[config.mk]
export PLATFORM = sky130hd
export DESIGN_NAME = regFile
export DESIGN_NICKNAME = d
export VERILOG_FILES = /design/src/regFile.sv
export VERILOG_INCLUDE_DIRS = /design/src
export SDC_FILE = /design/constraint.sdc
export NUM_CORES = 2
export LEC_CHECK = 0
export BUFFER_PORTS_ARGS = -buffer_cell sky130_fd_sc_hd__clkbuf_2
export CAP_MARGIN = 5
export CELL_PAD_IN_SITES_DETAIL_PLACEMENT = 1
export CELL_PAD_IN_SITES_GLOBAL_PLACEMENT = 2
export CORE_UTILIZATION = 45
export DETAILED_ROUTE_END_ITERATION = 10
export GPL_TIMING_DRIVEN = 1
export PLACE_DENSITY = 0.86
export SETUP_SLACK_MARGIN = 0.4
export SLEW_MARGIN = 20
export SYNTH_ARGS = -nofsm -noshare
export SYNTH_HDL_FRONTEND = slang
export SYNTH_SLANG_ARGS = --single-unit
export TNS_END_PERCENT = 5
[constraint.sdc]
create_clock -name clk -period 1.8 [get_ports clk]
set_input_delay 0.09 -clock clk [delete_from_list [all_inputs] [get_ports clk]]
set_output_delay 0.09 -clock clk [all_outputs]
set_load 0.02 [all_outputs]
[src/rvCore_defines.svh]
`ifndef RVCORE_DEFINES_SVH
`define RVCORE_DEFINES_SVH

// Data path width
`define XLEN 32

// Memory sizes in words
`define IMEM_DEPTH 64
`define DMEM_DEPTH 64

// Major opcodes of the supported subset
`define OP_RTYPE  7'b0110011
`define OP_LOAD   7'b0000011
`define OP_STORE  7'b0100011
`define OP_BRANCH 7'b1100011

// Fetch address out of reset
`define RESET_PC 32'h0000_0000

`endif

[src/regFile.sv]
`timescale 1ns/1ps
`include "rvCore_defines.svh"

module regFile (
    input  logic             clk,
    input  logic             arstN,
    input  logic             wrEn,
    input  logic [4:0]       rs1,
    input  logic [4:0]       rs2,
    input  logic [4:0]       rd,
    input  logic [`XLEN-1:0] wrData,
    output logic [`XLEN-1:0] rdData1,
    output logic [`XLEN-1:0] rdData2
);

    // Architectural registers x0..x31
    logic [`XLEN-1:0] regs [32];

    //////////////////////////////////////////////////
    // Write port
    //////////////////////////////////////////////////
    always_ff @(posedge clk or negedge arstN) begin
        if (!arstN) begin
            regs <= '{default: '0};
        end else if (wrEn && (rd != 5'd0)) begin
            // x0 never written so it reads zero forever
            regs[rd] <= wrData;
        end
    end

    // Combinational read ports
    assign rdData1 = regs[rs1];
    assign rdData2 = regs[rs2];

endmodule

Yosys cells after proc, flatten, opt, wreduce, memory -nomap -nowiden
Cells that the tools add are included.
{"block": "word_totals", "reg_bits": 1024, "in_bits": 50, "output_inout_bits": 64, "word_cells": 51}
{"block": "op_classes", "n_lt_le_gt_ge": 4, "muxes": 9, "bitwise": 3, "n_reduce_logical": 3}
{"operator": "1024-bit bitwise mux", "count": 1}
{"operator": "32-bit binary-select mux with 5-bit select", "count": 2}
{"operator": "32-bit demux with 5-bit select", "count": 1}
{"operator": "32-bit 2-to-1 mux", "count": 5}
{"operator": "6-bit >= comparator, second input constant", "count": 3}
{"operator": "5-bit NOT with 6-bit output", "count": 3}
{"operator": "6-bit by 1-bit < comparator with 1-bit output, second input constant", "count": 1}
{"operator": "5-bit nonzero test", "count": 1}
{"operator": "1-bit logical AND", "count": 2}

Logic depth before layout (Yosys ltp)
{"block": "depth", "depth_word": 6, "mapped_depth": 8}

Least setup slack after synthesis
Ideal clock, no wire load.
{"block": "synth_path", "kind": "input-to-output", "from": "in rs1[1]", "to": "out rdData1[11]", "arrival_time_ns": 1.404, "setup_slack_ns": 0.306, "path_stages": 8, "path_cell_list": "buf_2 > buf_4 > buf_2 > buf_2 > mux2i_1 > nand2_1 > a31oi_1 > nand3_1"}
{"block": "synth_via", "elab_chain_len": 4}
{"element": "start: declaration", "line": "regFile.sv:8", "text": "input logic [4:0] rs1,"}
{"element": "5-bit NOT with 6-bit output (implied by the code)", "line": "regFile.sv:32", "text": "assign rdData1 = regs[rs1];"}
{"element": "32-bit binary-select mux with 5-bit select", "line": "regFile.sv:32"}
{"element": "32-bit 2-to-1 mux (implied by the code) (2 in series)", "line": "regFile.sv:32"}
{"element": "end: declaration", "line": "regFile.sv:12", "text": "output logic [`XLEN-1:0] rdData1,"}
Every way passes these cells. The select of a mux whose other input is x is not followed.

Worst setup path after layout
{"block": "layout_path", "from": "reg regs[769] (netlist bit)", "to": "out rdData2[1]"}
{"block": "layout_via", "elab_chain_len": 3}
{"element": "start: declaration", "line": "regFile.sv:17", "text": "logic [`XLEN-1:0] regs [32];"}
{"element": "start signal: indexed assignment", "line": "regFile.sv:27", "text": "regs[rd] <= wrData;"}
{"element": "32-bit binary-select mux with 5-bit select", "line": "regFile.sv:33", "text": "assign rdData2 = regs[rs2];"}
{"element": "32-bit 2-to-1 mux (implied by the code) (2 in series)", "line": "regFile.sv:33"}
{"element": "end: declaration", "line": "regFile.sv:13", "text": "output logic [`XLEN-1:0] rdData2"}
Every way passes these cells. The select of a mux whose other input is x is not followed.

==> metrics <==
max FFs per register=1024; Tot GR Track Use=0.306; PwrDens=1070 nW/um^2; Total Wirelength=194 mm; Site Rows=128; antenna-violating nets left=0; DRT Pass-1 Iters=5; Synth top area share=0.458; initial antenna violation count=13; CTS buffer count=113; Seq cells post-synth=1024; synth top area cells=dfrtp_1, mux2_2, mux2i_1; asr flop ratio synth=1.00; WL/cell=29.9 um; Placer Congestion=0.832; CP endpoint kind=output pin; PnR worst setup slack=-0.549 ns; vias in the first global route=44100; Min Clock Period, post-route=2.35 ns; PortBufs=113; total power=0.0706 W; crit share post-route=1.31; setup bufs post-CTS=0; main flop type after synthesis=dfrtp_1; f_max=426 MHz; worst path arrival time=2.26 ns; global route overflow=0; Worst Max-Slew Pin Slew=0.843 ns; worst vdd ir=0.935 mV; outcome=complete, but fails checks; number of synthesized flops with an enable pin=0; RSZ-0062 raised after global routing=yes; Final Hold Fails=0; number of remaining DRC errors=0; MaxCap Viol Count=0; clock root buffer=clkbuf_16; critical path fanouts, max=3; largest register by flop count=regs; Die X=355 um; CP required=1.71 ns; syn avg cell area=12.2 sq um; Top Ports=114; Area Overhead vs Synth=18.4%; global-route wire length before repair=291 mm; sequential-to-total area share from yosys stat=0.458; clock sinks=1024; failing checks=negative setup slack; largest area contributor in the netlist=dfrtp_1; Slew Viols, Final=0; Synthesis Warnings=0; most frequent cells after synthesis=dfrtp_1, mux2i_1, mux2_2, clkbuf_1, nand2_1; first-iteration detailed-routing DRC count=3086; Hold Path Class=input port to register; share of cells above drive strength 1=0.378; P_leak=31.4 nW; clock-pin slew on the worst setup and hold paths=0.06 ns; biggest regs=regs x1024; worst clock skew=0 ns; total die area=126000 sq um; Max-slew headroom=0.435; critical path startpoint category=register; Synth Net Count=4651; CTS tree=yes; fin nets=4801; core region area=123000 sq um; DP HPWL=124 mm; final setup fails=64; Mapped Cells=4601; Netlist cell types=28; Max Buffers Root-to-Sink=3; DR vias=40900; Die Ht=355 um; Via density=6.30; DP Worst Slack=-0.187 ns; Synth Cell Area=55900 sq um; Initial Utilization=0.457; largest net degree at the start of global routing=110; Final Util=0.541; H-tree depth=3; hold slack=0.0573 ns; clk_lat worst skew=0.71 ns; CP Class=register to output pin
## power by group
| group | leakage, nW | switching (W) | total, W | internal [W] |
|---|---|---|---|---|
| Sequential | 13.1 | 0.00361 | 0.0310 | 0.0274 |
| Clock | 1.96 | 0.0102 | 0.0249 | 0.0147 |
| Combinational | 16.3 | 0.00715 | 0.0147 | 0.00750 |
| Total | 31.4 | 0.0209 | 0.0706 | 0.0496 |
## metrics by stage
| step | cell area [sq um] | std cells | TNS (ns) |
|---|---|---|---|
| after floorplan | 56300 | 4601 | 0 |
| after global placement | 61600 | 6258 | -4.09 |
| after detailed placement | 61600 | 6258 | -6.01 |
| after CTS | 66000 | 6476 | -30.12 |
| after global routing | 66200 | 6481 | -30.37 |
| final | 66300 | 6483 | -26.57 |
## cells in the final DEF (no fill, tap or decap), types with 22 or more instances in the layout
| master | count |
|---|---|
| nor3_1 | 33 |
| buf_4 | 225 |
| mux2i_1 | 1022 |
| a31oi_2 | 27 |
| a22o_1 | 128 |
| clkbuf_1 | 22 |
| clkbuf_8 | 35 |
| nor3_2 | 30 |
| nand3_1 | 130 |
| a21oi_1 | 192 |
| a31oi_1 | 32 |
| nand2_1 | 193 |
| clkbuf_2 | 66 |
| mux2_1 | 39 |
| dfrtp_1 | 1024 |
| a22oi_1 | 192 |
| buf_12 | 170 |
| mux2_2 | 953 |
| clkbuf_16 | 114 |
| nand3_2 | 56 |
| clkinv_2 | 25 |
## repair_timing
item / CTS / global route
resized for setup: 73 / 91
setup endpoints to repair: 64 / 64
gates cloned: 0 / 0
hold buffers: 3 / 0
pin swaps: 30 / 44
endpoints found under the hold margin: 1025 / 0
## routing by layer
layer	GRT usage	vias to the layer above	routed length, um
met4	0.132	14	8280
li1	-	17300	-
met1	0.402	21800	82400
met5	0	-	104
met3	0.0490	439	11100
met2	0.501	1324	92200
## worst max-delay path, stage by stage, from the launching register on
cell,delay [ns]
dfrtp_1,0.40
mux2i_1,0.16
a22o_1,0.16
nor3_1,0.05
a31oi_1,0.31
nand3_2,0.22
clkbuf_2,0.22
## layout make-up
class                           instances  area (sq um)
Antenna cell                            7          17.5
Clock buffer                          162          3290
Clock inverter                         53           681
Fill cell                           12200         56300
Multi-Input combinational cell       3104         28700
Sequential cell                      1024         25600
Tap cell                             1625          2030
Timing Repair Buffer                  508          5870
## final timing paths
check | startpoint | end | cells past startpoint | slack (ns)
setup / recovery | regs[769] | rdData2[1] | 6 | -0.55
setup reg to reg | regs[626] | regs[626] | 1 | 0.95
min in group asynchronous | arstN | regs[585] | 3 | 0.08
hold reg to reg | regs[1004] | regs[1004] | 0 | 0.40
max in group asynchronous | arstN | regs[105] | 3 | 0.72
hold / removal | wrData[14] | regs[14] | 2 | 0.06
## cell families after synthesis
kind of cell | Yosys count | synth area share
buf+inv | 473 | 0.0450
compound gates | 576 | 0.0701
mux | 2016 | 0.383
simple gates | 512 | 0.0439
flops | 1024 | 0.458
No activity file was read; power rests on OpenSTA's default activity.
