`config.mk`:
```
export PLATFORM = sky130hd
export DESIGN_NAME = loadableRam
export DESIGN_NICKNAME = d
export VERILOG_FILES = /design/src/loadableRam.sv
export VERILOG_INCLUDE_DIRS = /design/src
export SDC_FILE = /design/constraint.sdc
export NUM_CORES = 2
export LEC_CHECK = 0
export BUFFER_PORTS_ARGS = -buffer_cell sky130_fd_sc_hd__buf_4
export CAP_MARGIN = 20
export CORE_MARGIN = 4
export CORE_UTILIZATION = 65
export CTS_BUF_LIST = sky130_fd_sc_hd__clkbuf_8
export CTS_CLUSTER_SIZE = 16
export DETAILED_ROUTE_END_ITERATION = 10
export PLACE_DENSITY = 0.82
export SLEW_MARGIN = 20
export SYNTH_ARGS = -nofsm -noshare
export SYNTH_HDL_FRONTEND = slang
export SYNTH_SLANG_ARGS = --single-unit
```
`constraint.sdc`:
```
create_clock -name clk -period 8.3 [get_ports clk]
set_clock_uncertainty 0.05 [all_clocks]
set_input_delay 0.83 -clock clk [delete_from_list [all_inputs] [get_ports clk]]
set_output_delay 0.83 -clock clk [all_outputs]
set_load 0.02 [all_outputs]
```
`src/rvCore_defines.svh`:
```
`ifndef RVCORE_DEFINES_SVH
`define RVCORE_DEFINES_SVH

// Data path width
`define XLEN 32

// Memory sizes in words
`define IMEM_DEPTH 64
`define DMEM_DEPTH 64

// Major opcodes of the supported subset
`define OP_RTYPE  7'b0110011
`define OP_LOAD   7'b0000011
`define OP_STORE  7'b0100011
`define OP_BRANCH 7'b1100011

// Fetch address out of reset
`define RESET_PC 32'h0000_0000

`endif

```
`src/loadableRam.sv`:
```
`timescale 1ns/1ps
`include "rvCore_defines.svh"

module loadableRam #(
    parameter int depth = 64
) (
    input  logic             clk,
    input  logic [`XLEN-1:0] rdAddr,
    input  logic             wrEn,
    input  logic [`XLEN-1:0] wrAddr,
    input  logic [`XLEN-1:0] wrData,
    input  logic             loadEn,
    input  logic [`XLEN-1:0] loadAddr,
    input  logic [`XLEN-1:0] loadData,
    output logic [`XLEN-1:0] rdData
);

    localparam int idxW = $clog2(depth);

    logic [`XLEN-1:0] mem [depth];
    logic [idxW-1:0]  rdIdx;
    logic [idxW-1:0]  wrIdx;
    logic [idxW-1:0]  loadIdx;

    // Word addresses fold into the array
    assign rdIdx   = idxW'(rdAddr % depth);
    assign wrIdx   = idxW'(wrAddr % depth);
    assign loadIdx = idxW'(loadAddr % depth);

    // Single write per cycle, loader first
    always_ff @(posedge clk) begin
        if (loadEn) begin
            mem[loadIdx] <= loadData;
        end else if (wrEn) begin
            mem[wrIdx] <= wrData;
        end
    end

    // Asynchronous read
    assign rdData = mem[rdIdx];

endmodule

```
* After elaboration in Yosys (flattened, before gate mapping)
Memory sizes are Yosys's and may differ from the RTL's.
Index checks and enable logic that the tools add are counted.
** Word-level totals
- Register bits after elaboration :: 0
- Memory bits (writable) :: 2048
- Input bits :: 163
- Output and inout bits :: 32
- Word-level logic and storage cells :: 10
- Memories :: 1
** Operators by class
- Multiplexer cells :: 8
- Reduce and logical (&&, ||, !) cells :: 1
** Memory list
- mem :: depth 64, bits a word 32, read ports 1, clocked after memory_dff 0, wr ports 1, line loadableRam.sv:20 : logic [`XLEN-1:0] mem [depth];
** Operators with widths (count)
- $mux W32 :: 1
- $reduce_or A32 Y1 :: 1
- $mux W1 :: 6
- $mux W6 :: 1

* Logic depth before layout (Yosys ltp)
- Depth in word-level cells :: 5
- Depth in mapped cells :: 9
- Depth with buffers taken out :: 5

* Least setup slack after synthesis
No wires, ideal clock.
- Kind :: in2reg
- Start :: in loadEn
- End :: mem mem[10][0] (netlist name) (enable)
- Library setup time :: 0.421 ns
- Data arrival time :: 3.191 ns
- Data required time :: 7.829 ns
- Path slack :: 4.638 ns
- Stages on the path :: 7
- Path buffers :: 2
- Cell sequence :: nand2b_1 clkbuf_1 clkbuf_1 nand2_1 nand2_1 nand2_1 nor2_1
** Between the ends
- Longest elaborated chain between the ends :: 4
- Elaborated cells on any way between the ends :: 7
- Those cells by class :: mux: 6; reduce/logical: 1
** RTL lines
- from (decl) :: line loadableRam.sv:12 : input logic loadEn,
- $mux W1 :: line loadableRam.sv:32 : if (loadEn) begin
- $mux W1 (not written as such) :: line loadableRam.sv:35 : mem[wrIdx] <= wrData;
- $reduce_or A32 Y1 (no source line)
- $mux W6 (no source line) or $mux W1 (tied branches)
- to (decl) :: line loadableRam.sv:20
Parallel ways exist; a longest one is shown, timed or not.

* Final worst setup path
- Start :: in rdAddr[2]
- End :: out rdData[29]
** Between the ends
- Longest elaborated chain between the ends :: 1
** RTL lines
- from (decl) :: line loadableRam.sv:8 : input logic [`XLEN-1:0] rdAddr,
- $mem_v2 Z64 W32
- to (decl) :: line loadableRam.sv:15 : output logic [`XLEN-1:0] rdData
Every way passes these cells.

==> results.json <==
{
  "initial_core_util_pct": 65.62,
  "hpwl_mm": 103.1,
  "busiest_layer": "met2",
  "ys_ff_latch": 2048,
  "fin_nets": 3899,
  "synthCells": 3384,
  "cp_data_arrival_time_ns": 4.60,
  "cts_max_path_buffers": 4,
  "cts_buffers": 317,
  "grt_pass1_wl_mm": 271.3,
  "critPathCaptureType": "output pin",
  "die-area_um2": 126900,
  "yosys.area_share.simple_pct": 1.205,
  "worst_pin_slew_ns": 1.157,
  "synth_cell_type_count": 41,
  "die_h_um": 356.2,
  "h-tree-depth": 5,
  "synthArstFlopShare_pct": 0,
  "fmax_mhz": 182.5,
  "hold_viol": 0,
  "post-cts-setup-buffers": 0,
  "relSlewSlack_pct": 22.86,
  "drv_cap": 0,
  "synth-xor-area-share_pct": 0,
  "vias": 38850,
  "use_met3_pct": 7.607,
  "regMostFlops": "mem",
  "fin_crit_sh_pct": 66.01,
  "power.density_nw_per_um2": 230.9,
  "cts-root-buf": "clkbuf_8",
  "fin_cells": 5559,
  "cts-resized-gates": 0,
  "use_met2_pct": 47.27,
  "synth_most_common_cell": "edfxtp_1",
  "crit_required_ns": 7.42,
  "combPwrFrac_pct": 6.4,
  "drive_above_1_share_pct": 31.62,
  "period_needed_ns": 5.479,
  "io_buffers": 116,
  "power_leakage_nw": 27.37,
  "yosys-top-cells-area": "edfxtp_1 78%, mux4_2 15%, mux2i_1 1.7%",
  "antenna_left": 0,
  "pre_cts_slack_ns": 2.862,
  "grt.total_usage_pct": 29.77,
  "antenna_found_initial": 3,
  "first_global_vias": 40500,
  "synthAdderAreaFrac_pct": 0,
  "ys.flop_type": "edfxtp_1",
  "routed_wl_mm": 184.3,
  "cts_tree": "done",
  "grt_max_degree": 155,
  "power.total_mw": 20.20,
  "power_switching_mw": 4.526,
  "synth_top_area_share_pct": 78.02,
  "whs_ns": 0.5432,
  "reg.largest.list": "mem x2048",
  "routed_via_density": 6.988,
  "rsz0062_at_grt": "no",
  "rows": 127,
  "core-area_um2": 120100,
  "synth_mux_area_share_pct": 16.32,
  "cts_hold_buf": 0,
  "syn2layout_area_growth_pct": 10.99,
  "synth_edf_count": 2048,
  "wl_per_cell_um": 33.15,
  "clkSlewWorstSetupHoldPaths_ns": 0.06,
  "p_sw_share_pct": 22.41,
  "overflow": 0,
  "ys_seq_area_share_pct": 78.02,
  "clock_power_share_pct": 36.0,
  "intPower_mw": 15.68,
  "seq_power_share_pct": 57.6,
  "gp_congestion": 0.8087,
  "place_inst": 5029,
  "vdd_drop_max_uv": 200.0,
  "synth_top_area_cell": "edfxtp_1",
  "synth_top_family_by_area": "multiplexers",
  "ys.warnings.count": 0,
  "worstHoldPathType": "input port to flip-flop",
  "syn_nets": 3547,
  "synth_common_cells": "2048 x edfxtp_1, 511 x mux4_2, 134 x mux2i_1",
  "status": "complete, no violations",
  "critical_path_class": "input port to output pin",
  "drv_slew": 0,
  "synth_compound_area_share_pct": 3.011,
  "cp-start-kind": "input port",
  "cts.sink_count": 2048,
  "drt-pass1-iter-count": 7,
  "setup_slack_ns": 2.821,
  "die_w_um": 356.2,
  "drt_iter0_markers": 5366,
  "setup_viol_count_final": 0,
  "largest_register_ffs": 2048,
  "fin_setup_tns_ns": 0,
  "syn_area_um2": 78830,
  "drc": 0,
  "syn_avg_cell_area_um2": 23.29,
  "io_pins": 195,
  "use_met1_pct": 41.28,
  "cp_max_fo": 107
}
-- metrics by stage --
stage | cell area, µm² | utilization, %
2_1_floorplan | 78830 | -
3_3_place_gp | 82050 | 68.30
3_5_place_dp | 82050 | 68.30
4_1_cts | 87360 | 72.72
5_1_grt | 87490 | 72.83
6_report | 87500 | 72.83
-- layout make-up --
cell class,instances,area (µm²)
Sequential cell,2048,61500
Clock buffer,321,4418
Antenna cell,3,7.507
Tap cell,1612,2017
Multi-Input combinational cell,1144,16910
Clock inverter,206,887.1
Timing Repair Buffer,220,1737
Inverter,5,18.77
Fill cell,6221,32640
-- cell families (layout without fill, tap and decap cells) --
family                 after synthesis  in the layout
AOI/OAI and AO/OA                  271            271
buffers and inverters              192            752
other                                0              3
and+or+nand+nor                    227            227
DFF                               2048           2048
muxes                              646            646
-- power by group through the flow --
stage                     clock [mW]  combinational [mW]  sequential [mW]
after floorplan                    0               0.798             11.8
after global placement             0                1.22             11.8
after detailed placement           0                1.28             11.9
after CTS                       7.35                1.28             11.6
after global routing            7.89                1.37             11.6
final                           7.27                1.30             11.6
-- worst max-delay path, cell delays in order --
cell and delay, ns:
buf_8 0.69, buf_4 0.98, mux4_2 0.37, mux2i_1 0.07, a211oi_1 0.57, a21oi_1 0.24
a221oi_2 0.51, buf_4 0.25
-- routing by layer --
| layer | wire length [µm] | up-vias |
|---|---|---|
| met4 | 6588 | 2 |
| li1 | - | 15280 |
| met3 | 22580 | 494 |
| met1 | 63940 | 20030 |
| met2 | 91140 | 3038 |
| met5 | 13 | - |
-- worst paths after layout --
kind                       from                     to  slack, ns  cells past startpoint
worst max-delay path  rdAddr[2]             rdData[29]       2.82                      8
worst min-delay path  wrAddr[0]  mem[44][17]$_DFFE_PP_       0.54                      3
-- placed cells by master, fill, tap and decap left out, drive strengths merged, types with 46 or more instances in the layout --
cell type	synthesis	final
clkinv	1	104
nand2	116	116
nor2	71	71
inv	4	98
a21oi	46	46
mux2i	134	134
clkbuf	57	321
a22o	63	63
mux4	511	511
a221oi	63	63
edfxtp	2048	2048
buf	130	220
(Power assumes the default switching activity.)
