[src/rvCore_defines.svh]
`ifndef RVCORE_DEFINES_SVH
`define RVCORE_DEFINES_SVH

// Data path width
`define XLEN 32

// Memory sizes in words
`define IMEM_DEPTH 64
`define DMEM_DEPTH 64

// Major opcodes of the supported subset
`define OP_RTYPE  7'b0110011
`define OP_LOAD   7'b0000011
`define OP_STORE  7'b0100011
`define OP_BRANCH 7'b1100011

// Fetch address out of reset
`define RESET_PC 32'h0000_0000

`endif

[src/rvPkg.sv]
package rvPkg;

    //////////////////////////////////////////////////
    // Instruction formats, MSB first
    //////////////////////////////////////////////////

    // Register-register ops
    typedef struct packed {
        logic [6:0] funct7;
        logic [4:0] rs2;
        logic [4:0] rs1;
        logic [2:0] funct3;
        logic [4:0] rd;
        logic [6:0] opcode;
    } rType_t;

    // Loads, 12-bit immediate in one piece
    typedef struct packed {
        logic [11:0] imm11_0;
        logic [4:0]  rs1;
        logic [2:0]  funct3;
        logic [4:0]  rd;
        logic [6:0]  opcode;
    } iType_t;

    // Stores, immediate split around rs2/rs1
    typedef struct packed {
        logic [6:0] imm11_5;
        logic [4:0] rs2;
        logic [4:0] rs1;
        logic [2:0] funct3;
        logic [4:0] imm4_0;
        logic [6:0] opcode;
    } sType_t;

    // Branches, scrambled immediate with implicit bit 0
    typedef struct packed {
        logic       imm12;
        logic [5:0] imm10_5;
        logic [4:0] rs2;
        logic [4:0] rs1;
        logic [2:0] funct3;
        logic [3:0] imm4_1;
        logic       imm11;
        logic [6:0] opcode;
    } bType_t;

    // One fetched word, seen through whichever format applies
    typedef union packed {
        rType_t      r;
        iType_t      i;
        sType_t      s;
        bType_t      b;
        logic [31:0] raw;
    } instrWord_u;

    // Main decoder to ALU decoder hint
    typedef enum logic [1:0] {
        MEM_ADD = 2'b00,
        BR_SUB  = 2'b01,
        R_FUNCT = 2'b10
    } aluOp_t;

endpackage

[src/alu.sv]
`timescale 1ns/1ps
`include "rvCore_defines.svh"

module ALU (
    input  logic [`XLEN-1:0] ReadData1,
    input  logic [`XLEN-1:0] ReadData2,
    input  logic [`XLEN-1:0] imm32,
    input  logic             ALUSrc,
    input  rvPkg::aluOp_t    ALUOp,
    input  logic [2:0]       funct3,
    input  logic [6:0]       funct7,
    output logic [`XLEN-1:0] ALUResult,
    output logic             zero
);

    import rvPkg::*;

    // Internal control codes
    localparam logic [3:0] ctlAnd  = 4'b0000;
    localparam logic [3:0] ctlOr   = 4'b0001;
    localparam logic [3:0] ctlAdd  = 4'b0010;
    localparam logic [3:0] ctlSub  = 4'b0110;
    localparam logic [3:0] ctlNone = 4'b1111;

    logic [3:0]       aluControl;
    logic [`XLEN-1:0] operandA;
    logic [`XLEN-1:0] operandB;

    // Immediate replaces rs2 for address generation
    assign operandA = ReadData1;
    assign operandB = ALUSrc ? imm32 : ReadData2;

    //////////////////////////////////////////////////
    // ALU control decode
    //////////////////////////////////////////////////
    always_comb begin
        aluControl = ctlNone;
        case (ALUOp)
            MEM_ADD: aluControl = ctlAdd;   // base + offset
            BR_SUB:  aluControl = ctlSub;   // equality via difference
            R_FUNCT: begin
                // Only the four supported funct pairs
                if (funct7 == 7'b0000000 && funct3 == 3'b000) begin
                    aluControl = ctlAdd;
                end else if (funct7 == 7'b0100000 && funct3 == 3'b000) begin
                    aluControl = ctlSub;
                end else if (funct7 == 7'b0000000 && funct3 == 3'b111) begin
                    aluControl = ctlAnd;
                end else if (funct7 == 7'b0000000 && funct3 == 3'b110) begin
                    aluControl = ctlOr;
                end
            end
            default: aluControl = ctlNone;
        endcase
    end

    //////////////////////////////////////////////////
    // Operation select
    //////////////////////////////////////////////////
    always_comb begin
        case (aluControl)
            ctlAnd:  ALUResult = operandA & operandB;
            ctlOr:   ALUResult = operandA | operandB;
            ctlAdd:  ALUResult = operandA + operandB;
            ctlSub:  ALUResult = operandA - operandB;
            // Unknown funct yields zero
            default: ALUResult = '0;
        endcase
    end

    // Branch compare flag
    assign zero = (ALUResult == '0);

endmodule

[config.mk]
export PLATFORM = sky130hd
export DESIGN_NAME = ALU
export DESIGN_NICKNAME = d
export VERILOG_FILES = /design/src/rvPkg.sv /design/src/alu.sv
export VERILOG_INCLUDE_DIRS = /design/src
export SDC_FILE = /design/constraint.sdc
export NUM_CORES = 1
export LEC_CHECK = 0
export ABC_AREA = 1
export BUFFER_PORTS_ARGS = -buffer_cell sky130_fd_sc_hd__buf_2
export CORE_MARGIN = 5
export CORE_UTILIZATION = 30
export DETAILED_ROUTE_END_ITERATION = 8
export PLACE_DENSITY = 0.51
export SYNTH_ARGS = -nofsm -noshare
export SYNTH_HDL_FRONTEND = slang
export SYNTH_SLANG_ARGS = --single-unit
[constraint.sdc]
create_clock -name vclk -period 4.2
set_input_delay 0.21 -clock vclk [all_inputs]
set_output_delay 0.21 -clock vclk [all_outputs]
set_load 0.01 [all_outputs]
-- Word level (Yosys, flattened, before mapping)
Index checks and enable logic that the tools add are counted.
W data, S select, Z words.
- flip-flop bits (word level): 0
- output and inout bits: 33
- eq/ne operators: 8
- bitwise gates (word level): 2
- reduce and logical (&&, ||, !) cells: 9
- multiplexer cells: 7
- add/sub/neg operators: 2
- operators with widths (operator ; number):
    $pmux W32 S4 ; 1
    $add A32 B32 Y32 ; 1
    $and A32 B32 Y32 ; 1
    $logic_not A32 Y1 ; 1
    $mux W32 ; 1
    $or A32 B32 Y32 ; 1
    $sub A32 B32 Y32 ; 1
    $mux W4 ; 4
    $pmux W4 S3 ; 1
    $eq A7 B6 Y1 const B ; 1
    $logic_not A7 Y1 ; 1
    $eq A3 B3 Y1 const B ; 2
    $eq A4 B1 Y1 const B ; 1
    $eq A4 B2 Y1 const B ; 1
    $eq A4 B3 Y1 const B ; 1
    $logic_and A1 B1 Y1 ; 4
    $logic_not A4 Y1 ; 1
    $logic_not A3 Y1 ; 1
    $eq A2 B1 Y1 const B ; 1
    $eq A2 B2 Y1 const B ; 1
    $logic_not A2 Y1 ; 1

-- Logic depth before layout (Yosys ltp)
- depth after elaboration: 10
- depth in mapped cells: 30

-- Worst setup path before layout
Ideal clock, no wire load.
- path kind: input-to-output
- start point: in ALUSrc
- end point: out zero
- stages: 25
- arrival time: 3.264 ns
- path slack: 0.726 ns
- required time: 3.990 ns
- cell sequence: buf_6 > o21ai_1 > ha_1 > inv_1 > nor2_1 > nand2_2 > nor2_4 > nand2_1 > o31ai_1 > xor2_1 > ha_1 > nand2_1 > inv_1 > nand3_1 > nor2_1 > nor2_1 > nand2_1 > or2_2 > nand3_1 > o21ai_0 > nor2_1 > nand2_1 > nor2_1 > nand2_1 > nor2_1
- longest elaborated chain between the ends: 4
- RTL lines (what ; RTL line ; RTL):
    from (decl) ; alu.sv:8 ; input logic ALUSrc,
    $mux W32 (*) ; alu.sv:31 ; assign operandB = ALUSrc ? imm32 : ReadData2;
    $sub A32 B32 Y32, or another cell as far along ; alu.sv:65 ; ctlSub: ALUResult = operandA - operandB;
    $pmux W32 S4 (*) ; alu.sv:61 ; case (aluControl)
    via ALUResult[14] ; alu.sv:12 ; output logic [`XLEN-1:0] ALUResult,
    $logic_not A32 Y1 (*) ; alu.sv:72 ; assign zero = (ALUResult == '0);
    to (decl) ; alu.sv:13 ; output logic zero
The timed path passes the listed nets; every way through them passes the cells marked *.

-- Worst setup path after layout
- start point: in ALUSrc
- end point: out zero
- longest elaborated chain between the ends: 4
- RTL lines (what ; RTL line):
    $mux W32 (*) ; alu.sv:31
    $sub A32 B32 Y32, or another cell as far along ; alu.sv:65
    $pmux W32 S4 (*) ; alu.sv:61
    $logic_not A32 Y1 (*) ; alu.sv:72
Every way passes the cells marked *; elsewhere a longest branch is shown, timed or not.

==> flow_summary_export.csv <==
group,metric,value,unit
floorplan,die_w,134,um
finish,num-clock-buffers,0,
finish,layout.nets,1313,
worst_setup_path,cp_max_fo,5,
yosys,syn-num-nets,1077,
finish,regArea,0,um^2
floorplan,fp-row-count,45,
finish,nFlopsAndLatches,0,
yosys,ys_seq_area_frac,0,
yosys,postSynthCellCount,933,
floorplan,core_area,15100,um^2
grt,antenna_found_initial,2,
cts,hold_buffers,0,
detailed_routing,ant_nets,0,
floorplan,initial_core_util,0.304,
status,status,"finished, final reports clean",
worst_setup_path,setup.worst_path.start_class,"primary input",
worst_setup_path,end_kind,"primary output",
sta,hold_violations,0,
yosys,synth_area,4600,um^2
worst_setup_path,arrival,3.89,ns
floorplan,die_area,17900,um^2
detailed_routing,drc_errors,0,
detailed_routing,firstDrtPassIters,4,
placement,dp_slack,-0.0963,ns
grt,grt_overflow,0,
detailed_routing,vias,6411,
finish,antennaDiodeCount,0,
pwr,p_total,0.00149,W
sta,period_needed,4.10,ns
placement,hpwl,16.2,mm
detailed_routing,routed_wl,18.9,mm
pwr,p_per_area,223,nW/um^2
worst_setup_path,path_class,"primary input to primary output",
sta,tightest_slew,0.962,ns
yosys,synth_cell_types,45,
detailed_routing,first_iter_violations,350,
yosys,synth_warnings,0,
pwr,vdd_drop_max,0.0684,mV
job,maxCapViolations,0,
hold_path,hold_class,"primary input to primary output",
sta,fin_ws,0.0999,ns
finish,area_growth_syn_to_layout,45.7,%
pwr,p_leak,3.81,nW
sta,post-route-period-util,0.976,
grt,grt_pass1_wl,29.0,mm
yosys,avgSynthCellArea,4.93,um^2
sta,slew_headroom,0.356,
sta,rsz0062_at_grt,"yes",
detailed_routing,wire_per_inst,14.0,um
grt,first_global_vias,5781,
finish,layout-drive-gt1-share,0.322,
placement,gp_congestion,0.949,
floorplan,die_h,134,um
sta,clock.fmax,244,MHz
sta,finalSetupViolations,0,
placement,io_buffers,142,
finish,final_core_util,0.443,
sta,fin_setup_tns,0,ns
grt,track_usage,0.196,
floorplan,ioPinCount,142,
detailed_routing,via_per_inst,4.73,
grt,grt_max_degree,36,
worst_setup_path,critPathRequiredTime,3.99,ns
sta,slew_viol_final,0,
cell usage after synthesis (6+ instances only):
cell type  number  area [um^2]
nor3_1          6         30.0
o21ai_2        10         87.6
ha_1           34          425
nand2_1       298         1120
nand3_1        73          365
o21ai_0        68          340
nand4_1        12         75.1
nor2_1        114          428
nand3b_1        6         45.0
inv_2          14         52.6
nor2_2          9         56.3
a21oi_1        39          195
o21ai_1        13         65.1
nand2_2         9         56.3
xor2_1         37          324
inv_1         146          548
path summary, 6_finish.rpt:
check	startpoint	to	slack [ns]	cells past startpoint
worst min-delay path	ReadData1[2]	ALUResult[2]	0.81	4
worst max-delay path	ALUSrc	zero	0.1	27
repair_timing:
item	4_1_cts	5_1_grt
pin swaps	2	43
gates resized for setup	5	112
cloned	0	3
buffers inserted	0	13
setup endpoints to repair	1	4
cell usage in the layout, fill, tap and decap left out, types with 27 or more instances in the layout:
cell	netlist	layout
buf_4	2	101
nand2_1	298	285
inv_1	146	143
a21oi_1	39	30
nand3_1	73	67
nor2_2	9	27
o21ai_0	68	53
buf_2	5	140
xor2_1	37	36
ha_1	34	30
nor2_1	114	93
stage by stage:
| stage | hold slack, ns | instance area, um^2 | std cells |
|---|---|---|---|
| 6_report | 0.812 | 6710 | 1355 |
| 5_1_grt | 0.845 | 6710 | 1355 |
| 4_1_cts | 0.818 | 6160 | 1339 |
| 3_5_place_dp | 0.813 | 6140 | 1339 |
| 3_3_place_gp | 0.812 | 6140 | 1339 |
| 2_1_floorplan | 0.603 | 4600 | 933 |
logic make-up (layout without fill, tap and decap cells):
family          after synthesis  in the layout  synth area share
compound gates              140            140             0.167
xor+xnor                     37             37            0.0704
fa+ha+maj                    35             35            0.0968
buf+inv                     177            411             0.158
mux                           1              1           0.00217
simple gates                543            543             0.505
per-layer routing:
metal,vias to the layer above,global-route usage,wire length [um]
met5,-,0,19
met4,4,0.0223,242
met3,17,0.0105,857
met2,152,0.316,8610
met1,2814,0.294,9180
li1,3424,-,-
layout make-up:
class / count / area (um^2)
Timing Repair Buffer: 250 / 1640
Inverter: 161 / 617
Tap cell: 188 / 235
Multi-Input combinational cell: 756 / 4220
Fill cell: 1715 / 8440
power breakdown:
group | internal (W) | switching [W]
Clock | 0 | 0
Sequential | 0 | 0
Combinational | 0.000622 | 0.000873
critical path, cell delays in order:
cell and delay, ns:
buf_16 0.13, buf_8 0.14, o21ai_4 0.15, inv_2 0.06, nor2_2 0.11, nand2_2 0.10
nor2_4 0.13, nand4_4 0.13, nor4_4 0.35, inv_1 0.07, nand2_1 0.08, xor2_1 0.19
ha_1 0.29, a21oi_2 0.23, buf_4 0.14, o21a_1 0.18, o21ai_2 0.08, a21oi_2 0.14
nand3_1 0.09, nand2_1 0.07, nor2_2 0.06, nor2_1 0.14, nand2_1 0.07, nor2_1 0.14
nand3_2 0.14, nor2_1 0.12, buf_2 0.14
Power figures use the tool's default switching activity.
