===== config.mk =====
export PLATFORM = sky130hd
export DESIGN_NAME = immGen
export DESIGN_NICKNAME = d
export VERILOG_FILES = /design/src/rvPkg.sv /design/src/immGen.sv
export VERILOG_INCLUDE_DIRS = /design/src
export SDC_FILE = /design/constraint.sdc
export NUM_CORES = 1
export LEC_CHECK = 0
export ABC_AREA = 1
export BUFFER_PORTS_ARGS = -buffer_cell sky130_fd_sc_hd__clkbuf_2
export CORE_UTILIZATION = 29
export DETAILED_ROUTE_END_ITERATION = 8
export GPL_TIMING_DRIVEN = 0
export PLACE_DENSITY = 0.81
export SLEW_MARGIN = 20
export SYNTH_ARGS = -nofsm -noshare
export SYNTH_HDL_FRONTEND = slang
export SYNTH_SLANG_ARGS = --single-unit

===== constraint.sdc =====
create_clock -name vclk -period 1.2
set_input_delay 0.06 -clock vclk [all_inputs]
set_output_delay 0.06 -clock vclk [all_outputs]
set_load 0.05 [all_outputs]

===== src/rvCore_defines.svh =====
`ifndef RVCORE_DEFINES_SVH
`define RVCORE_DEFINES_SVH

// Data path width
`define XLEN 32

// Memory sizes in words
`define IMEM_DEPTH 64
`define DMEM_DEPTH 64

// Major opcodes of the supported subset
`define OP_RTYPE  7'b0110011
`define OP_LOAD   7'b0000011
`define OP_STORE  7'b0100011
`define OP_BRANCH 7'b1100011

// Fetch address out of reset
`define RESET_PC 32'h0000_0000

`endif


===== src/rvPkg.sv =====
package rvPkg;

    //////////////////////////////////////////////////
    // Instruction formats, MSB first
    //////////////////////////////////////////////////

    // Register-register ops
    typedef struct packed {
        logic [6:0] funct7;
        logic [4:0] rs2;
        logic [4:0] rs1;
        logic [2:0] funct3;
        logic [4:0] rd;
        logic [6:0] opcode;
    } rType_t;

    // Loads, 12-bit immediate in one piece
    typedef struct packed {
        logic [11:0] imm11_0;
        logic [4:0]  rs1;
        logic [2:0]  funct3;
        logic [4:0]  rd;
        logic [6:0]  opcode;
    } iType_t;

    // Stores, immediate split around rs2/rs1
    typedef struct packed {
        logic [6:0] imm11_5;
        logic [4:0] rs2;
        logic [4:0] rs1;
        logic [2:0] funct3;
        logic [4:0] imm4_0;
        logic [6:0] opcode;
    } sType_t;

    // Branches, scrambled immediate with implicit bit 0
    typedef struct packed {
        logic       imm12;
        logic [5:0] imm10_5;
        logic [4:0] rs2;
        logic [4:0] rs1;
        logic [2:0] funct3;
        logic [3:0] imm4_1;
        logic       imm11;
        logic [6:0] opcode;
    } bType_t;

    // One fetched word, seen through whichever format applies
    typedef union packed {
        rType_t      r;
        iType_t      i;
        sType_t      s;
        bType_t      b;
        logic [31:0] raw;
    } instrWord_u;

    // Main decoder to ALU decoder hint
    typedef enum logic [1:0] {
        MEM_ADD = 2'b00,
        BR_SUB  = 2'b01,
        R_FUNCT = 2'b10
    } aluOp_t;

endpackage


===== src/immGen.sv =====
`timescale 1ns/1ps
`include "rvCore_defines.svh"

module immGen (
    input  rvPkg::instrWord_u instr,
    output logic [`XLEN-1:0]  imm32
);

    //////////////////////////////////////////////////
    // Immediate assembly per format
    //////////////////////////////////////////////////
    always_comb begin
        case (instr.r.opcode)
            `OP_LOAD: begin
                imm32 = {{(`XLEN-12){instr.i.imm11_0[11]}}, instr.i.imm11_0};
            end
            `OP_STORE: begin
                // Upper and lower halves rejoined
                imm32 = {{(`XLEN-12){instr.s.imm11_5[6]}},
                         instr.s.imm11_5, instr.s.imm4_0};
            end
            `OP_BRANCH: begin
                // Halfword offset, bit 0 always clear
                imm32 = {{(`XLEN-13){instr.b.imm12}}, instr.b.imm12, instr.b.imm11,
                         instr.b.imm10_5, instr.b.imm4_1, 1'b0};
            end
            // R-type and unknown need none
            default: imm32 = '0;
        endcase
    end

endmodule


== Word-level counts from Yosys, hierarchy flattened ==
Cells that the tools add are included.

* Input bits: 32
* Latch bits: 0
* Logic and storage cells: 4
* Memories: 0
* Bits in writable memories: 0
* Bits in read-only memories: 0
* Output and inout port bits: 32
* Bits in registers: 0

* Reduce and logical (&&, ||, !) cells: 0
* Multiply operators: 0
* $add $sub $neg: 0
* Bitwise logic cells: 0
* Mux-type cells: 1
* Magnitude comparators: 0
* Equality and inequality tests: 3
* Shift operators: 0
* Divide/modulo/power cells: 0

{| class="wikitable"
|+ Operator list
! cell !! number
|-
| $pmux 32 s3 || 1
|-
| $eq 7x2->1 const B || 1
|-
| $eq 7x6->1 const B || 1
|-
| $eq 7x7->1 const B || 1
|}

== Logic depth before layout (Yosys ltp) ==
Gate-level depths: netlist of run 1.

* Depth in word-level cells: 2
* Depth in mapped cells: 8
* Depth with buffers taken out: 7

== Least setup slack after synthesis of run 1 ==
OpenSTA, ideal clock, no wires.

* Path kind: input port to output port
* Start: input instr[4] (netlist bit)
* End: output imm32[13]
* Path buffers: 1
* Data arrival time: 1.451 ns
* Setup slack: -0.311 ns
* Cell stages on the path: 6
* Required time: 1.140 ns
* Path through: nor3_4 nand2_2 nand2_4 nand2_1 inv_1 buf_4

* Cells in the longest elaborated chain, start to end: 2
* Elaborated cells between the ends (all ways): 4
* Classes of those cells: eq/ne (3); mux (1)

{| class="wikitable"
|+ RTL lines
! item !! line !! source
|-
| start, declared || immGen.sv:5 || <nowiki>input rvPkg::instrWord_u instr,</nowiki>
|-
| $eq 7x7->1 (tied with other cells) || immGen.sv:13 || <nowiki>case (instr.r.opcode)</nowiki>
|-
| $pmux 32 s3 * || immGen.sv:13 ||
|-
| end, declared || immGen.sv:6 || <nowiki>output logic [`XLEN-1:0] imm32</nowiki>
|}

Mark *: on every way between the ends. The rest lies on a longest branch, timed or not.

== Final worst setup path of run 1 ==
* Start: input instr[3] (netlist bit)
* End: output imm32[30]

Same word-level chain as after synthesis.

==> results of run 1 <==
==> power breakdown <==
group          internal, uW  leakage (uW)  switching, uW  total (uW)
Sequential                0             0              0           0
Clock                     0             0              0           0
Combinational          71.1      0.000606           88.5         160
==> worst paths after layout <==
path / from / endpoint / slack (ns) / cells past startpoint
worst min-delay path: instr[25] / imm32[5] / 0.50 / 4
worst max-delay path: instr[3] / imm32[30] / 0.03 / 10
==> final cells by class <==
cell class                      instances  area, sq um
Timing Repair Buffer                   61        520.5
Multi-Input combinational cell         36        206.4
Buffer                                 20        172.7
Fill cell                              57        165.2
Inverter                               12        51.30
Timing Repair inverter                  3        22.52
Tap cell                               14        17.52
==> cell usage in the layout, fill, tap and decap left out <==
cell type,count
clkbuf_2,35
buf_4,20
buf_8,18
nand3_1,14
nand2_1,12
inv_1,8
buf_6,5
nand2_2,4
clkinvlp_4,4
inv_2,2
nor2_1,2
nor3_4,1
nor2_4,1
inv_4,1
nand2_4,1
nand2_8,1
clkbuf_4,1
clkbuf_8,1
buf_12,1
==> metrics by stage <==
stage | TNS [ns] | hold slack, ns | total power, uW | util [%]
after CTS | 0 | 0.5040 | 141.9 | 77.92
after global placement | -5.114 | 0.4992 | 124.0 | 60.28
after global routing | -0.1516 | 0.5193 | 169.1 | 85.71
final | 0 | 0.5024 | 159.6 | 85.71
after detailed placement | -5.955 | 0.5023 | 126.4 | 60.28
after floorplan | -0.6510 | 0.3492 | 70.67 | -
==> critical path: cells and delay by family <==
family,cells,cell delay (ns)
buf+inv,5,0.54
simple gates,5,0.50
==> cells by family (layout without fill, tap and decap cells) <==
family / after synthesis / after routing
and+or+nand+nor: 36 / 36
buffers and inverters: 32 / 96
==> cells in the mapped netlist <==
library cell   n
nand2_2        2
nand3_1       14
buf_4         20
nor2_4         1
nor2_1         2
inv_2          1
nand2_1       15
nand2_4        1
nor3_4         1
inv_1         11
==> what timing repair did <==
action | CTS | global route
hold buffers | 0 | 0
setup endpoints to repair | 20 | 20
resized for setup | 43 | 29
hold endpoints to repair | 0 | 0
pin swaps | 1 | 4
cloned | 3 | 0
setup buffers | 1 | 4
==> metal layers <==
metal / up-vias / routed length (microns) / GRT usage [%]
li1: 317 / - / -
met1: 266 / 670 / 22.65
met2: 34 / 937 / 40.68
met3: 0 / 148 / 1.744
met4: 0 / 0 / 0
met5: - / 0 / 0
==> impl_metrics.csv, run 1 <==
group,metric,value,unit
sta,setup_viol,0,
final_layout,flops_and_latches,0,
synth,ys_seq_area_share,0,%
sta,hold_viol_final,0,
final_layout,final_net_count,166,
flow_run,drv_cap,0,
routing,drtPass1Iterations,2,
sta,post-route-min-period,1.168,ns
final_layout,antenna_cells,0,
critical_path,cp.required,1.14,ns
routing,via_count,617,
global_routing,overflow,0,
die,core,1156,sq um
critical_path,cp_cell_sequence,"clkbuf_2 -> inv_2 -> nand2_2 -> nor2_4 -> nand2_2 -> nand2_4 -> nand2_8 -> clkinvlp_4 -> buf_4 -> clkbuf_8",
critical_path,path_common_cell,"nand2_2",
sta,max_slew_margin,80.98,%
routing,postRouteAntennaNets,0,
synth,synth.distinct_cells,10,
placement,port_buffers,56,
final_layout,ff_latch_area,0,sq um
sta,rsz0062_at_grt,"yes",
synth,yosys_warnings,0,
sta,fin_crit_sh,97.31,%
power,powerDensity,161.0,nW/um^2
worst_hold_path,min_path_type,"input port to output port",
die,design.die.area,1460,sq um
synth,yosys-top-cells-area,"buf_4 39%, nand3_1 18%, nand2_1 15%",
synth,synth_nets,100,
routing,drcViolationCount,0,
placement,gp_congestion,0.6852,
run_status,status,"finished, final reports clean",
die,start_util,32.90,%
die,dieHeight,38.22,microns
critical_path,worst_setup_path_end_kind,"output port",
routing,via_per_inst,4.226,
global_routing,grt_pass1_vias,453,
critical_path,crit_type,"input port to output port",
synth,synth_compound_area_share,0,%
placement,place_inst,138,
critical_path,start_kind,"input port",
power,leakage,0.0006059,uW
final_layout,area_growth,160.5,%
critical_path,worst_path_max_delay_cell,"clkbuf_8",
synth,synth_adder_area_share,0,%
placement,dpl_cell_area,696.9,sq um
power,vdd_ir_drop_max,0.0001462,V
global_routing,grt_use_total,19.83,%
sta,setup_slack,0.03226,ns
critical_path,slowest_delay,0.16,ns
synth,synthCells,68,
synth,synthXorXnorAreaFrac,0,%
global_routing,grt_max_degree,11,
routing,wl_per_cell,12.03,microns
sta,fmax,856.4,MHz
synth,synth_top_family_by_area,"buffers and inverters",
placement,dp_slack,-0.3097,ns
global_routing,grt_pass1_wl,2.118,mm
critical_path,worstPathArrival,1.11,ns
synth,synthMuxAreaShare,0,%
sta,worstMarginPinSlew,0.2864,ns
die,fp.dieW,38.22,microns
final_layout,drive_gt1_share,72.73,%
critical_path,cp_max_fo,5,
final_layout,clkbuf_count,0,
synth,yosys.area.top_type_share,39.47,%
final_layout,instances_no_fill,146,
synth,synthSimpleGateAreaFrac,48.68,%
routing,drtIter0Drc,2,
routing,wl,1.756,mm
final_layout,final_cell_area,991.0,sq um
sta,drv_slew,0,
placement,hpwl,891.9,microns
synth,synth_area,380.4,sq um
die,fp-row-count,12,
synth,syn_avg_cell_area,5.594,sq um
die,num_io_pins,64,
global_routing,antenna_found_initial,0,
synth,synth_area_leader_cell,"buf_4",
(Power assumes the default switching activity.)
==> inputs of run 2 (changes only) <==
CELL_PAD_IN_SITES_DETAIL_PLACEMENT = 1   (was not set)
CELL_PAD_IN_SITES_GLOBAL_PLACEMENT = 2   (was not set)
CORE_ASPECT_RATIO = 2   (was not set)
CORE_UTILIZATION = 10   (was 29)
PLACE_DENSITY = 0.77   (was 0.81)
==> impl_metrics.csv, run 2 (synthesis gave the netlist of run 1 again) <==
group,metric,value,unit
critical_path,worst_setup_path_end_kind,"output port",
critical_path,worstPathArrival,1.08,ns
sta,rsz0062_at_grt,"yes",
global_routing,grt_pass1_wl,2.904,mm
sta,fin_hold_ws,0.5086,ns
global_routing,grt_pass1_vias,633,
worst_hold_path,hold_start,"instr[20]",
routing,via_per_inst,3.721,
worst_hold_path,whs_endpoint,"imm32[0]",
run_status,status,"finished, final reports clean",
sta,fmax,876.2,MHz
die,fp-row-count,31,
sta,max_slew_margin,81.50,%
global_routing,grt_max_degree,11,
global_routing,overflow,0,
die,num_io_pins,64,
clocking,cts_hold_buf,0,
power,leakage,0.0006466,uW
worst_hold_path,whs_path_depth,4,
sta,drv_slew,0,
final_layout,ff_latch_area,0,sq um
routing,drtPass1Iterations,3,
final_layout,post-route-util,31.01,%
die,fp.dieW,45.61,microns
global_routing,grt_use_total,9.695,%
routing,wl,1.994,mm
sta,hold_viol_final,0,
final_layout,final_common_cell,"clkbuf_2",
sta,setup_slack,0.05866,ns
routing,postRouteAntennaNets,0,
final_layout,instances_no_fill,183,
routing,via_count,681,
critical_path,cp.required,1.14,ns
flow_run,drv_cap,0,
sta,fin_crit_sh,95.11,%
die,core,3607,sq um
routing,drcViolationCount,0,
power,powerDensity,154.3,nW/um^2
die,design.die.area,4069,sq um
sta,setup_viol,0,
placement,place_inst,173,
critical_path,crit_type,"input port to output port",
final_layout,area_growth,194.1,%
final_layout,clkbuf_count,0,
final_layout,final_net_count,168,
die,dieHeight,89.22,microns
global_routing,antenna_found_initial,0,
final_layout,layout_common_cells,"27 x clkbuf_2, 21 x buf_4, 14 x nand3_1, 14 x clkbuf_8, 11 x nand2_1",
placement,hpwl,1.421,mm
placement,dp_slack,-0.3698,ns
routing,drtIter0Drc,4,
final_layout,drive_gt1_share,74.63,%
sta,worstMarginPinSlew,0.2787,ns
die,start_util,10.54,%
final_layout,flops_and_latches,0,
placement,gp_congestion,0.6639,
power,vdd_ir_drop_max,0.00008663,V
critical_path,cp_max_fo,5,
final_layout,antenna_cells,0,
sta,post-route-min-period,1.141,ns
placement,dpl_cell_area,740.7,sq um
final_layout,final_cell_area,1119,sq um
placement,port_buffers,56,
critical_path,start_kind,"input port",
routing,wl_per_cell,10.90,microns
worst_hold_path,min_path_type,"input port to output port",
==> run 2: cell types whose count changed in the layout (fill, tap and decap cells not counted), sizes merged <==
cell	change
clkbuf	+15
buf	-13
==> run 2: worst max-delay path: stages <==
cell and delay, ns:
buf_6 0.09, inv_2 0.04, nand2_2 0.06, nor2_4 0.13
nand2_2 0.08, nand2_4 0.10, nand2_8 0.08, clkinvlp_4 0.17
buf_6 0.13, clkbuf_16 0.15
==> run 2: how the worst max path moves through the flow <==
| stage | slack [ns] | endpoint | startpoint |
|---|---|---|---|
| 2_1_floorplan | -0.04 | imm32[13] | instr[4] |
| 3_3_place_gp | -0.33 | imm32[15] | instr[4] |
| 3_5_place_dp | -0.37 | imm32[15] | instr[4] |
| 4_1_cts | 0.0002 | imm32[13] | instr[2] |
| 5_1_grt | -0.01 | imm32[15] | instr[3] |
| 6_report | 0.06 | imm32[15] | instr[3] |
==> run 2: cell type report <==
class                           instances  area [sq um]
Fill cell                             448          2489
Multi-Input combinational cell         36         214.0
Buffer                                 20         176.4
Tap cell                               49         61.31
Inverter                               12         51.30
Timing Repair inverter                  3         22.52
Timing Repair Buffer                   63         593.1
==> run 2: per-layer routing <==
| layer | vias to the layer above | track usage (%) | share of wire (%) |
|---|---|---|---|
| met5 | - | 0 | 0 |
| li1 | 321 | - | - |
| met2 | 52 | 23.51 | 65 |
| met1 | 308 | 6.996 | 24 |
| met3 | 0 | 1.212 | 11 |
| met4 | 0 | 0 | 0 |
==> run 2: what timing repair did <==
| item | in CTS | in global routing |
|---|---|---|
| pin swaps | 4 | 7 |
| resized for setup | 56 | 21 |
| setup buffers | 5 | 2 |
| cloned | 3 | 0 |
| setup endpoints to repair | 22 | 31 |
==> run 2: metrics by stage <==
stage	TNS (ns)	total power, uW
6_report	0	172.6
3_3_place_gp	-6.315	127.5
3_5_place_dp	-7.059	129.8
2_1_floorplan	-0.6510	70.67
5_1_grt	-0.03073	185.0
4_1_cts	0	159.7
==> run 2: report_power, final <==
part	internal [uW]	switching (uW)	total (uW)
clock network	0	0	0
logic	82.2	90.4	173
registers	0	0	0
total	82.2	90.4	173
==> inputs of run 3 (changes only) <==
ABC_CLOCK_PERIOD_IN_PS = 960   (was not set)
PLACE_DENSITY = 0.8   (was 0.77)
clock period = 0.96 ns   (was 1.2 ns; I/O delays follow)
==> impl_metrics.csv, run 3 (synthesis gave the netlist of run 1 again) <==
group,metric,value,unit
final_layout,antenna_cells,0,
worst_hold_path,whs_path_depth,4,
final_layout,final_net_count,172,
final_layout,drive_gt1_share,89.86,%
sta,fin_crit_sh,119.7,%
power,powerDensity,174.4,nW/um^2
worst_hold_path,whs_endpoint,"imm32[6]",
routing,drtIter0Drc,4,
final_layout,clkbuf_count,0,
sta,max_slew_margin,84.96,%
run_status,status,"finished, violations left",
critical_path,cp_max_fo,5,
global_routing,grt_max_degree,11,
die,fp.dieW,45.61,microns
final_layout,layout_common_cells,"22 x clkbuf_16, 20 x buf_6, 19 x clkbuf_2",
power,leakage,0.0008092,uW
routing,drtPass1Iterations,3,
global_routing,antenna_found_initial,0,
die,start_util,10.54,%
critical_path,cp.required,0.91,ns
critical_path,start_kind,"input port",
routing,drcViolationCount,0,
sta,drv_slew,0,
die,fp-row-count,31,
power,total_power,283.0,uW
final_layout,ff_latch_area,0,sq um
critical_path,crit_type,"input port to output port",
die,core,3607,sq um
sta,worstMarginPinSlew,0.2248,ns
die,design.die.area,4069,sq um
critical_path,worstPathArrival,1.10,ns
global_routing,grt_pass1_vias,722,
die,dieHeight,89.22,microns
sta,setup_viol,32,
worst_hold_path,hold_start,"instr[26]",
final_layout,flops_and_latches,0,
sta,rsz0062_at_grt,"yes",
placement,gp_congestion,0.6474,
routing,via_per_inst,3.679,
global_routing,grt_use_total,11.75,%
routing,postRouteAntennaNets,0,
clocking,cts_hold_buf,0,
sta,fin_hold_ws,0.4271,ns
final_layout,final_cell_area,1623,sq um
placement,dp_slack,-0.5945,ns
placement,dpl_cell_area,758.2,sq um
power,vdd_ir_drop_max,0.0001114,V
critical_path,worstSetupStartpoint,"instr[5]",
sta,fmax,870.6,MHz
routing,via_count,688,
sta,post-route-min-period,1.149,ns
global_routing,overflow,0,
routing,wl_per_cell,12.44,microns
global_routing,grt_pass1_wl,3.532,mm
sta,fin_tns_setup,-4.784,ns
final_layout,final_common_cell,"clkbuf_16",
placement,port_buffers,56,
flow_run,drv_cap,0,
final_layout,area_growth,326.6,%
worst_hold_path,min_path_type,"input port to output port",
critical_path,worst_setup_path_end_kind,"output port",
routing,wl,2.326,mm
die,num_io_pins,64,
run_status,violations,"setup timing",
placement,hpwl,1.389,mm
sta,setup_slack,-0.1887,ns
sta,hold_viol_final,0,
==> run 3: metal layers <==
metal | routed length, microns | track usage [%] | vias to the layer above
li1 | - | - | 329
met1 | 628 | 9.530 | 307
met2 | 1499 | 27.53 | 52
met3 | 198 | 1.212 | 0
met4 | 0 | 0 | 0
met5 | 0 | 0 | -
==> run 3: critical path, stage by stage <==
cell and delay [ns]:
clkbuf_8 0.12, nor3_4 0.20, nand2_2 0.09, nand2_4 0.12, nand2_8 0.08, clkinvlp_4 0.16
buf_6 0.12, clkbuf_16 0.15
==> run 3: repair_timing <==
item / in CTS / in global routing
pin swaps: 6 / 10
setup buffers: 6 / 4
gates cloned: 3 / 1
gates resized for setup: 110 / 43
endpoints found under the setup margin: 32 / 32
==> run 3: worst max-delay path by stage <==
stage                           end  slack (ns)  cells after the start
final                     imm32[22]       -0.19                      8
after global routing      imm32[22]       -0.24                     10
after CTS                 imm32[22]       -0.21                      8
after detailed placement  imm32[17]       -0.59                      8
after global placement    imm32[30]       -0.56                      8
after floorplan           imm32[13]       -0.25                      6
==> run 3: where the power goes <==
part / internal, uW / total, uW / switching (uW)
clock: 0 / 0 / 0
combinational: 147 / 283 / 136
sequential: 0 / 0 / 0
total: 147 / 283 / 136
==> run 3: metrics by stage <==
stage	instances	util (%)
floorplan	68	-
global placement	173	21.02
detailed placement	173	21.02
CTS	182	39.75
global route	187	44.99
finish	187	44.99
==> run 3: final cells by class <==
class	instances	area (sq um)
fill	384	1984
timing repair buffer	67	974.7
multi-input combinational	36	286.5
buffer	20	221.5
tap	49	61.31
inverter	12	56.30
timing repair inverter	3	22.52
